===== src/obi_mon_pkg.sv =====
// OBI monitor shared definitions
// Widths, violation flag layouts, register map and status word
`default_nettype none

package obi_mon_pkg;

  // Default bus widths, passed down by the top level
  localparam int unsigned obi_addr_width_default = 32;
  localparam int unsigned obi_data_width_default = 32;

  // Register data word width
  localparam int unsigned cfg_width = 16;

  // ------------------------------
  // Violation flags
  // ------------------------------

  // Address phase flags, addr_unstable is bit 0
  typedef struct packed {
    logic be_addr_mismatch;
    logic be_gap;
    logic be_zero;
    logic req_dropped;
    logic wdata_unstable;
    logic ctrl_unstable;
    logic addr_unstable;
  } viol_flags_t;

  // Response phase flags, rvalid_orphan is the low bit
  typedef struct packed {
    logic outstanding_overflow;
    logic rvalid_orphan;
  } r_viol_flags_t;

  // Status and mask word, raw bits or decoded per phase
  typedef union packed {
    logic [cfg_width-1:0] raw;
    struct packed {
      logic [6:0]    pad;
      r_viol_flags_t r_flags;
      viol_flags_t   a_flags;
    } fields;
  } viol_status_u;

  // Register index
  typedef enum logic [1:0] {
    reg_ctrl       = 2'd0,
    reg_status     = 2'd1,
    reg_viol_count = 2'd2,
    reg_txn_count  = 2'd3
  } reg_addr_e;

endpackage

`default_nettype wire


===== src/obi_if.sv =====
// OBI 1.1 link bundle
// Address and response phase signals of one manager/subordinate pair
`timescale 1ns/1ps
`default_nettype none

interface obi_if #(
  parameter int unsigned addr_width = 32,
  parameter int unsigned data_width = 32
);

  // Address phase
  logic                    req;
  logic                    gnt;
  logic [addr_width-1:0]   addr;
  logic                    we;
  logic [data_width/8-1:0] be;
  logic [data_width-1:0]   wdata;

  // Response phase
  logic                    rvalid;
  logic [data_width-1:0]   rdata;

  // Bus side, fills the bundle
  modport bus (
    output req, gnt, addr, we, be, wdata, rvalid, rdata
  );

  // Passive view for the checkers
  modport monitor (
    input req, gnt, addr, we, be, wdata, rvalid, rdata
  );

endinterface

`default_nettype wire


===== src/obi_a_phase_checker.sv =====
// OBI address phase checker
// Flags stall stability, req drop and write byte enable errors
`timescale 1ns/1ps
`default_nettype none

module obi_a_phase_checker
  import obi_mon_pkg::*;
#(
  parameter int unsigned addr_width = 32,
  parameter int unsigned data_width = 32
) (
  input  wire          clk,
  input  wire          reset_n,
  obi_if.monitor       bus,
  input  viol_status_u enable,
  output viol_flags_t  a_viol
);

  localparam int unsigned be_width  = data_width / 8;
  localparam int unsigned lsb_width = (be_width > 1) ? $clog2(be_width) : 1;

  // ------------------------------
  // Previous cycle copy
  // ------------------------------

  logic                  prev_req;
  logic                  prev_gnt;
  logic [addr_width-1:0] prev_addr;
  logic                  prev_we;
  logic [be_width-1:0]   prev_be;
  logic [data_width-1:0] prev_wdata;

  // Handshake bits need a clean start
  always_ff @(posedge clk or negedge reset_n) begin
    if (!reset_n) begin
      prev_req <= 1'b0;
      prev_gnt <= 1'b0;
    end else begin
      prev_req <= bus.req;
      prev_gnt <= bus.gnt;
    end
  end

  always_ff @(posedge clk) begin
    prev_addr  <= bus.addr;
    prev_we    <= bus.we;
    prev_be    <= bus.be;
    prev_wdata <= bus.wdata;
  end

  // Index of lowest set byte enable, zero when none
  function automatic logic [lsb_width-1:0] lowest_be(input logic [be_width-1:0] be);
    logic [lsb_width-1:0] idx;
    idx = '0;
    for (int i = be_width - 1; i >= 0; i--) begin
      if (be[i]) begin
        idx = lsb_width'(i);
      end
    end
    return idx;
  endfunction

  // ------------------------------
  // Detection
  // ------------------------------

  logic                stalled;
  logic                wr_phase;
  logic [be_width-1:0] be_low;
  viol_flags_t         det;

  always_comb begin
    // Previous cycle held req without grant
    stalled  = prev_req && !prev_gnt;
    wr_phase = bus.req && bus.we;
    // Isolate lowest set bit
    be_low   = bus.be & (~bus.be + 1'b1);

    det = '0;

    // Fields only matter while req is still up
    det.addr_unstable  = stalled && bus.req && (bus.addr != prev_addr);
    det.ctrl_unstable  = stalled && bus.req && ({bus.we, bus.be} != {prev_we, prev_be});
    // Write data is don't care on reads
    det.wdata_unstable = stalled && bus.req && prev_we && (bus.wdata != prev_wdata);
    det.req_dropped    = stalled && !bus.req;

    det.be_zero = wr_phase && (bus.be == '0);
    // Adding the lowest bit carries through a single run of ones
    det.be_gap  = wr_phase && (((bus.be + be_low) & bus.be) != '0);
    det.be_addr_mismatch = wr_phase && (bus.be != '0) &&
                           (bus.addr[lsb_width-1:0] != lowest_be(bus.be));
  end

  // Masked, one cycle after the offending bus cycle
  always_ff @(posedge clk or negedge reset_n) begin
    if (!reset_n) begin
      a_viol <= '0;
    end else begin
      a_viol <= det & enable.fields.a_flags;
    end
  end

endmodule

`default_nettype wire


===== src/obi_r_phase_tracker.sv =====
// OBI response phase tracker
// Counts outstanding transactions, flags orphan rvalid and overflow
`timescale 1ns/1ps
`default_nettype none

module obi_r_phase_tracker
  import obi_mon_pkg::*;
#(
  parameter int unsigned max_outstanding = 4
) (
  input  wire           clk,
  input  wire           reset_n,
  obi_if.monitor        bus,
  input  viol_status_u  enable,
  output r_viol_flags_t r_viol,
  output logic          txn_done
);

  // Room for one beyond the limit
  localparam int unsigned cnt_width = $clog2(max_outstanding + 2);
  localparam logic [cnt_width-1:0] cnt_max = '1;

  logic [cnt_width-1:0] outstanding;
  logic                 a_acc;
  logic                 r_counted;
  r_viol_flags_t        det;

  always_comb begin
    a_acc     = bus.req && bus.gnt;
    // rvalid needs an earlier or same cycle address phase
    r_counted = bus.rvalid && ((outstanding != '0) || a_acc);

    det = '0;
    det.rvalid_orphan = bus.rvalid && !r_counted;
    // Accepting one more pushes the count past the limit
    det.outstanding_overflow = a_acc && !r_counted &&
                               (outstanding >= cnt_width'(max_outstanding));
  end

  // ------------------------------
  // Outstanding count
  // ------------------------------

  always_ff @(posedge clk or negedge reset_n) begin
    if (!reset_n) begin
      outstanding <= '0;
    end else if (a_acc && !r_counted) begin
      // Hold at the top rather than wrap
      if (outstanding != cnt_max) begin
        outstanding <= outstanding + 1'b1;
      end
    end else if (!a_acc && r_counted) begin
      outstanding <= outstanding - 1'b1;
    end
  end

  // Flags and completion share the one cycle latency
  always_ff @(posedge clk or negedge reset_n) begin
    if (!reset_n) begin
      r_viol   <= '0;
      txn_done <= 1'b0;
    end else begin
      r_viol   <= det & enable.fields.r_flags;
      txn_done <= r_counted;
    end
  end

endmodule

`default_nettype wire


===== src/obi_mon_regs.sv =====
// OBI monitor register block
// Enable mask, sticky status and counters behind a valid/ready port
`timescale 1ns/1ps
`default_nettype none

module obi_mon_regs
  import obi_mon_pkg::*;
(
  input  wire                  clk,
  input  wire                  reset_n,

  // Register request
  input  wire                  cfg_valid,
  output logic                 cfg_ready,
  input  wire                  cfg_write,
  input  wire  [1:0]           cfg_addr,
  input  wire  [cfg_width-1:0] cfg_wdata,

  // Register response
  output logic                 cfg_rsp_valid,
  input  wire                  cfg_rsp_ready,
  output logic [cfg_width-1:0] cfg_rdata,

  // Checker events
  input  viol_flags_t          a_viol,
  input  r_viol_flags_t        r_viol,
  input  wire                  txn_done,
  output viol_status_u         enable
);

  viol_status_u         ctrl_q;
  viol_status_u         status_q;
  logic [cfg_width-1:0] viol_count;
  logic [cfg_width-1:0] txn_count;

  logic                 accept;
  reg_addr_e            sel;
  viol_status_u         flags_in;
  logic [cfg_width-1:0] clr_mask;
  logic [cfg_width-1:0] rd_mux;

  // ------------------------------
  // Access decode
  // ------------------------------

  // Next request allowed once the pending response leaves
  assign cfg_ready = !cfg_rsp_valid || cfg_rsp_ready;
  assign accept    = cfg_valid && cfg_ready;
  assign sel       = reg_addr_e'(cfg_addr);
  assign enable    = ctrl_q;

  always_comb begin
    // Pack both phases into one status word
    flags_in                = '0;
    flags_in.fields.a_flags = a_viol;
    flags_in.fields.r_flags = r_viol;

    // Write one to clear
    clr_mask = '0;
    if (accept && cfg_write && (sel == reg_status)) begin
      clr_mask = cfg_wdata;
    end

    case (sel)
      reg_ctrl:       rd_mux = ctrl_q.raw;
      reg_status:     rd_mux = status_q.raw;
      reg_viol_count: rd_mux = viol_count;
      reg_txn_count:  rd_mux = txn_count;
      default:        rd_mux = '0;
    endcase
  end

  // ------------------------------
  // Register state
  // ------------------------------

  always_ff @(posedge clk or negedge reset_n) begin
    if (!reset_n) begin
      ctrl_q.raw   <= '1;
      status_q.raw <= '0;
    end else begin
      if (accept && cfg_write && (sel == reg_ctrl)) begin
        ctrl_q.raw <= cfg_wdata;
      end
      // New flag wins over a clear in the same cycle
      status_q.raw <= (status_q.raw & ~clr_mask) | flags_in.raw;
    end
  end

  // Saturating event counters
  always_ff @(posedge clk or negedge reset_n) begin
    if (!reset_n) begin
      viol_count <= '0;
      txn_count  <= '0;
    end else begin
      if ((flags_in.raw != '0) && (viol_count != '1)) begin
        viol_count <= viol_count + 1'b1;
      end
      if (txn_done && (txn_count != '1)) begin
        txn_count <= txn_count + 1'b1;
      end
    end
  end

  // ------------------------------
  // Response
  // ------------------------------

  always_ff @(posedge clk or negedge reset_n) begin
    if (!reset_n) begin
      cfg_rsp_valid <= 1'b0;
    end else if (accept) begin
      cfg_rsp_valid <= 1'b1;
    end else if (cfg_rsp_ready) begin
      cfg_rsp_valid <= 1'b0;
    end
  end

  // Read data sampled before the write lands; writes return zero
  always_ff @(posedge clk) begin
    if (accept) begin
      cfg_rdata <= cfg_write ? '0 : rd_mux;
    end
  end

endmodule

`default_nettype wire


===== src/obi_mon_top.sv =====
// OBI 1.1 protocol monitor top level
// Observes one link, checks both phases, exposes results over a register port
`timescale 1ns/1ps
`default_nettype none

module obi_mon_top
  import obi_mon_pkg::*;
#(
  parameter int unsigned addr_width      = obi_addr_width_default,
  parameter int unsigned data_width      = obi_data_width_default,
  parameter int unsigned max_outstanding = 4
) (
  input  wire                    clk,
  input  wire                    reset_n,

  // Monitored OBI link
  input  wire                    req,
  input  wire                    gnt,
  input  wire [addr_width-1:0]   addr,
  input  wire                    we,
  input  wire [data_width/8-1:0] be,
  input  wire [data_width-1:0]   wdata,
  input  wire                    rvalid,
  input  wire [data_width-1:0]   rdata,

  // Register port
  input  wire                    cfg_valid,
  output logic                   cfg_ready,
  input  wire                    cfg_write,
  input  wire [1:0]              cfg_addr,
  input  wire [cfg_width-1:0]    cfg_wdata,
  output logic                   cfg_rsp_valid,
  input  wire                    cfg_rsp_ready,
  output logic [cfg_width-1:0]   cfg_rdata
);

  obi_if #(
    .addr_width (addr_width),
    .data_width (data_width)
  ) bus_if ();

  viol_flags_t   a_viol;
  r_viol_flags_t r_viol;
  viol_status_u  enable;
  logic          txn_done;

  // Bus side of the bundle, driven from the pins
  assign bus_if.req    = req;
  assign bus_if.gnt    = gnt;
  assign bus_if.addr   = addr;
  assign bus_if.we     = we;
  assign bus_if.be     = be;
  assign bus_if.wdata  = wdata;
  assign bus_if.rvalid = rvalid;
  assign bus_if.rdata  = rdata;

  obi_a_phase_checker #(
    .addr_width (addr_width),
    .data_width (data_width)
  ) u_a_chk (
    .clk     (clk),
    .reset_n (reset_n),
    .bus     (bus_if.monitor),
    .enable  (enable),
    .a_viol  (a_viol)
  );

  obi_r_phase_tracker #(
    .max_outstanding (max_outstanding)
  ) u_r_trk (
    .clk      (clk),
    .reset_n  (reset_n),
    .bus      (bus_if.monitor),
    .enable   (enable),
    .r_viol   (r_viol),
    .txn_done (txn_done)
  );

  // Mask source and result sink for both checkers
  obi_mon_regs u_regs (
    .clk           (clk),
    .reset_n       (reset_n),
    .cfg_valid     (cfg_valid),
    .cfg_ready     (cfg_ready),
    .cfg_write     (cfg_write),
    .cfg_addr      (cfg_addr),
    .cfg_wdata     (cfg_wdata),
    .cfg_rsp_valid (cfg_rsp_valid),
    .cfg_rsp_ready (cfg_rsp_ready),
    .cfg_rdata     (cfg_rdata),
    .a_viol        (a_viol),
    .r_viol        (r_viol),
    .txn_done      (txn_done),
    .enable        (enable)
  );

endmodule

`default_nettype wire


===== config.mk =====
export PLATFORM = sky130hd
export DESIGN_NAME = obi_mon_top
export DESIGN_NICKNAME = d
export VERILOG_FILES = /design/src/obi_mon_pkg.sv /design/src/obi_if.sv /design/src/obi_a_phase_checker.sv /design/src/obi_r_phase_tracker.sv /design/src/obi_mon_regs.sv /design/src/obi_mon_top.sv
export SDC_FILE = /design/constraint.sdc
export NUM_CORES = 1
export LEC_CHECK = 0
export ABC_CLOCK_PERIOD_IN_PS = 2500
export BUFFER_PORTS_ARGS = -buffer_cell sky130_fd_sc_hd__buf_2
export CAP_MARGIN = 30
export CORE_ASPECT_RATIO = 1.4
export CORE_MARGIN = 1.5
export CORE_UTILIZATION = 45
export CTS_BUF_LIST = sky130_fd_sc_hd__clkbuf_2 sky130_fd_sc_hd__clkbuf_4 sky130_fd_sc_hd__clkbuf_8
export DETAILED_ROUTE_END_ITERATION = 8
export PLACE_DENSITY = 0.68
export SLEW_MARGIN = 20
export SYNTH_ARGS = -nofsm -noshare
export SYNTH_HDL_FRONTEND = slang
export SYNTH_SLANG_ARGS = --single-unit

===== constraint.sdc =====
create_clock -name clk -period 2.5 [get_ports clk]
set_input_delay 0.125 -clock clk [delete_from_list [all_inputs] [get_ports clk]]
set_output_delay 0.125 -clock clk [all_outputs]
set_load 0.02 [all_outputs]

==> results.json <==
{
  "final-hold-violation-count": 0,
  "vias_per_cell": 5.21,
  "grt_max_degree": 81,
  "crit_path_end_kind": "flip-flop",
  "synthMuxAreaShare_pct": 9.18,
  "crit_path_top_delay_cell": "nor4b_4",
  "syn_area_um2": 6690,
  "cts_buffer_depth": 2,
  "seq_area_um2": 3880,
  "path_delay_family": "simple AND/OR/NAND/NOR gates",
  "synthArstFlopShare_pct": 48.5,
  "irDropWorstVdd_mv": 0.482,
  "path_class": "reg2reg",
  "synth_top_family_by_area": "simple AND/OR/NAND/NOR gates",
  "syn_area_per_cell_um2": 13.0,
  "numClockSinks": 165,
  "place_hpwl_mm": 9.84,
  "hold_buffers": 90,
  "numCtsBuffers": 17,
  "cp.required_ns": 2.82,
  "h-tree-depth": 4,
  "post_cts_buffers": 0,
  "ioPinCount": 145,
  "synth.yosys.seq_area_share_pct": 58.1,
  "cts_tree": "yes",
  "drtIter0Drc": 213,
  "crit_arrival_ns": 2.42,
  "powerDensity_nw_per_um2": 754,
  "die_y_um": 147,
  "syn_to_final_growth_pct": 31.6,
  "ys_warn_count": 0,
  "cts_resized": 0,
  "syn_nets": 645,
  "clock_latency_ns": 0.44,
  "period_needed_ns": 2.09,
  "final-setup-viol-count": 0,
  "start_util_pct": 46.1,
  "dr.pass1.iters": 5,
  "synthAdderAreaFrac_pct": 0.673,
  "period_share_pct": 83.7,
  "drc": 0,
  "outcome": "finished, final reports clean",
  "synth_flop_cell": "dfxtp_1",
  "core_um2": 14500,
  "clk_pin_slew_ns": 0.09,
  "crit_buf_inv": 1,
  "grt_pass1_wl_mm": 24.6,
  "totalWireLength_mm": 14.8,
  "leakage_nw": 3.78,
  "crit_chain": "ha_1, nand4_1, nor4b_4, buf_4, nor2_2, mux2_4",
  "worstSetupStartpointType": "flip-flop",
  "yosys.area_share.simple_pct": 14.5,
  "crit_fanout": 8,
  "wl_per_cell_um": 15.9,
  "place_ws_ns": 0.453,
  "antenna_found_initial": 0,
  "drive_gt1_share_pct": 28.5,
  "max_stage_delay_ns": 0.50,
  "max_slew.worst_pin.slew_ns": 0.723,
  "fin_setup_tns_ns": 0,
  "hp-class": "in2reg",
  "nets": 858,
  "num_rows": 52,
  "timing.final.ws_setup_ns": 0.407,
  "fillerInstances": 1096,
  "rsz0062_at_grt": "no",
  "fin_worst_skew_ns": 0.0156,
  "grt_pass1_vias": 5086,
  "die_x_um": 106,
  "synth_seq_cells": 165,
  "clockRootBuffer": "clkbuf_8",
  "cap_violations": 0,
  "synth_edf_count": 16,
  "port_buffers": 112,
  "grt_overflow": 0,
  "slew_violations": 0,
  "max_freq_ghz": 0.478,
  "via_count": 4849,
  "synth_cells": 515,
  "synth.distinct_cells": 58,
  "drtAntennaViolNets": 0,
  "gp_congestion": 0.832,
  "antennaDiodeCount": 0,
  "die_area_um2": 15600,
  "synth_compound_area_share_pct": 4.34,
  "slew_headroom_pct": 51.8,
  "synth_xor_area_share_pct": 12.3,
  "multiInputGateArea_um2": 2740,
  "grt_use_total_pct": 20.1
}
==> state kept, by name (all words and copies together), names as in the netlist <==
name	count
u_a_chk.a_viol	7
u_a_chk.prev_addr	32
u_a_chk.prev_be	4
u_a_chk.prev_gnt	1
u_a_chk.prev_req	1
u_a_chk.prev_wdata	32
u_a_chk.prev_we	1
u_r_trk.outstanding	3
u_r_trk.r_viol	2
u_r_trk.txn_done	1
u_regs.cfg_rdata	16
u_regs.cfg_rsp_valid	1
u_regs.enable	16
u_regs.status_q	16
u_regs.txn_count	16
u_regs.viol_count	16
==> cells in the mapped netlist (4+ instances only) <==
library cell / number / area share [%]
a21boi_0: 8 / 0.90
a21o_1: 8 / 0.90
a21oi_1: 11 / 0.82
and3_1: 8 / 0.75
buf_2: 4 / 0.30
clkbuf_1: 5 / 0.28
dfrtp_1: 64 / 24
dfstp_2: 16 / 6.3
dfxtp_1: 69 / 21
edfxtp_1: 16 / 7.2
mux2_2: 19 / 3.2
mux4_2: 16 / 5.4
nand2_1: 30 / 1.7
nand2b_1: 7 / 0.65
nand3_1: 10 / 0.75
nand4_1: 26 / 2.4
nor2_1: 10 / 0.56
nor2b_1: 18 / 1.7
nor3_1: 14 / 1.0
nor4_1: 13 / 1.2
xnor2_1: 66 / 8.6
xor2_1: 28 / 3.7
==> placed cells by master, fill, tap and decap left out, drive strengths merged, types with 2 or more instances in the layout <==
| cell type | count |
|---|---|
| nor2 | 11 |
| nand3 | 10 |
| inv | 9 |
| a21o | 9 |
| and3 | 8 |
| edfxtp | 16 |
| nand3b | 2 |
| nand4 | 26 |
| nand2b | 7 |
| nor2b | 18 |
| ha | 2 |
| nand2 | 30 |
| bufinv | 2 |
| buf | 116 |
| mux2 | 21 |
| dfrtp | 64 |
| clkinv | 5 |
| dfxtp | 69 |
| nor3 | 15 |
| and2 | 3 |
| and4 | 4 |
| mux4 | 16 |
| a21boi | 8 |
| clkbuf | 17 |
| nor4b | 4 |
| xnor2 | 66 |
| dfstp | 16 |
| a211oi | 2 |
| nor3b | 3 |
| dlygate4sd3 | 90 |
| a21oi | 11 |
| nor4 | 15 |
| xor2 | 28 |
==> routing by layer <==
metal / global-route usage, % / vias up / part of all wire (%) / wire (µm)
met4: 7.43 / 0 / 1.9 / 286
li1: - / 2286 / - / -
met3: 5.28 / 23 / 4.8 / 714
met5: 0 / - / 0 / 0
met1: 23.3 / 2368 / 40 / 5960
met2: 35.6 / 172 / 53 / 7840
==> where the power goes <==
group | switching (mW) | internal (mW) | total (mW)
Clock | 1.10 | 0.958 | 2.06
Sequential | 0.333 | 3.08 | 3.41
Combinational | 0.501 | 0.667 | 1.17
Total | 1.93 | 4.71 | 6.64
==> cells by family after synthesis <==
| kind of cell | after synthesis |
|---|---|
| buffers and inverters | 13 |
| multiplexers | 38 |
| adder cells (fa/ha/maj) | 3 |
| AO/OA/AOI/OAI | 41 |
| flip-flops | 165 |
| AND/OR/NAND/NOR | 161 |
| XOR/XNOR | 94 |
==> worst min-delay path, stage by stage <==
cell and delay [ns]:
buf_2 0.07, nand2b_1 0.16, nand2b_1 0.08
==> stage by stage <==
step / std cells / hold WS [ns] / total power [mW] / area (µm²) / utilization (%)
finish: 930 / 0.0451 / 6.64 / 8800 / 60.7
global route: 930 / 0.0444 / 6.96 / 8800 / 60.7
CTS: 930 / 0.0211 / 6.67 / 8800 / 60.7
detailed placement: 808 / 0.254 / 4.51 / 7460 / 51.4
global placement: 808 / 0.253 / 4.44 / 7460 / 51.4
floorplan: 515 / -0.171 / 4.12 / 6690 / -
==> cell type report <==
type                            count  area share (%)
Sequential cell                   165            44.1
Timing Repair Buffer              206            17.0
Inverter                            1          0.0426
Clock buffer                       17            2.66
Multi-Input combinational cell    337            31.1
Tap cell                          189            2.69
Clock inverter                     15            2.37
==> worst paths after layout <==
path                                                        from                                to  slack, ns  cells past startpoint
worst max register to register  u_regs.viol_count[0]$_DFFE_PN0P_  u_regs.viol_count[1]$_DFFE_PN0P_       0.41                      6
min in group asynchronous                                reset_n     u_regs.status_q[14]$_DFF_PN0_       0.28                      2
max in group asynchronous                                reset_n     u_regs.status_q[10]$_DFF_PN0_       1.72                      2
worst max-delay path            u_regs.viol_count[0]$_DFFE_PN0P_  u_regs.viol_count[1]$_DFFE_PN0P_       0.41                      6
worst min register to register        u_a_chk.prev_gnt$_DFF_PN0_       u_a_chk.a_viol[3]$_DFF_PN0_       0.46                      1
worst min-delay path                               cfg_rsp_ready  u_regs.cfg_rsp_valid$_DFFE_PN0P_       0.05                      3
Note: power is estimated with default switching activity, not from simulation.
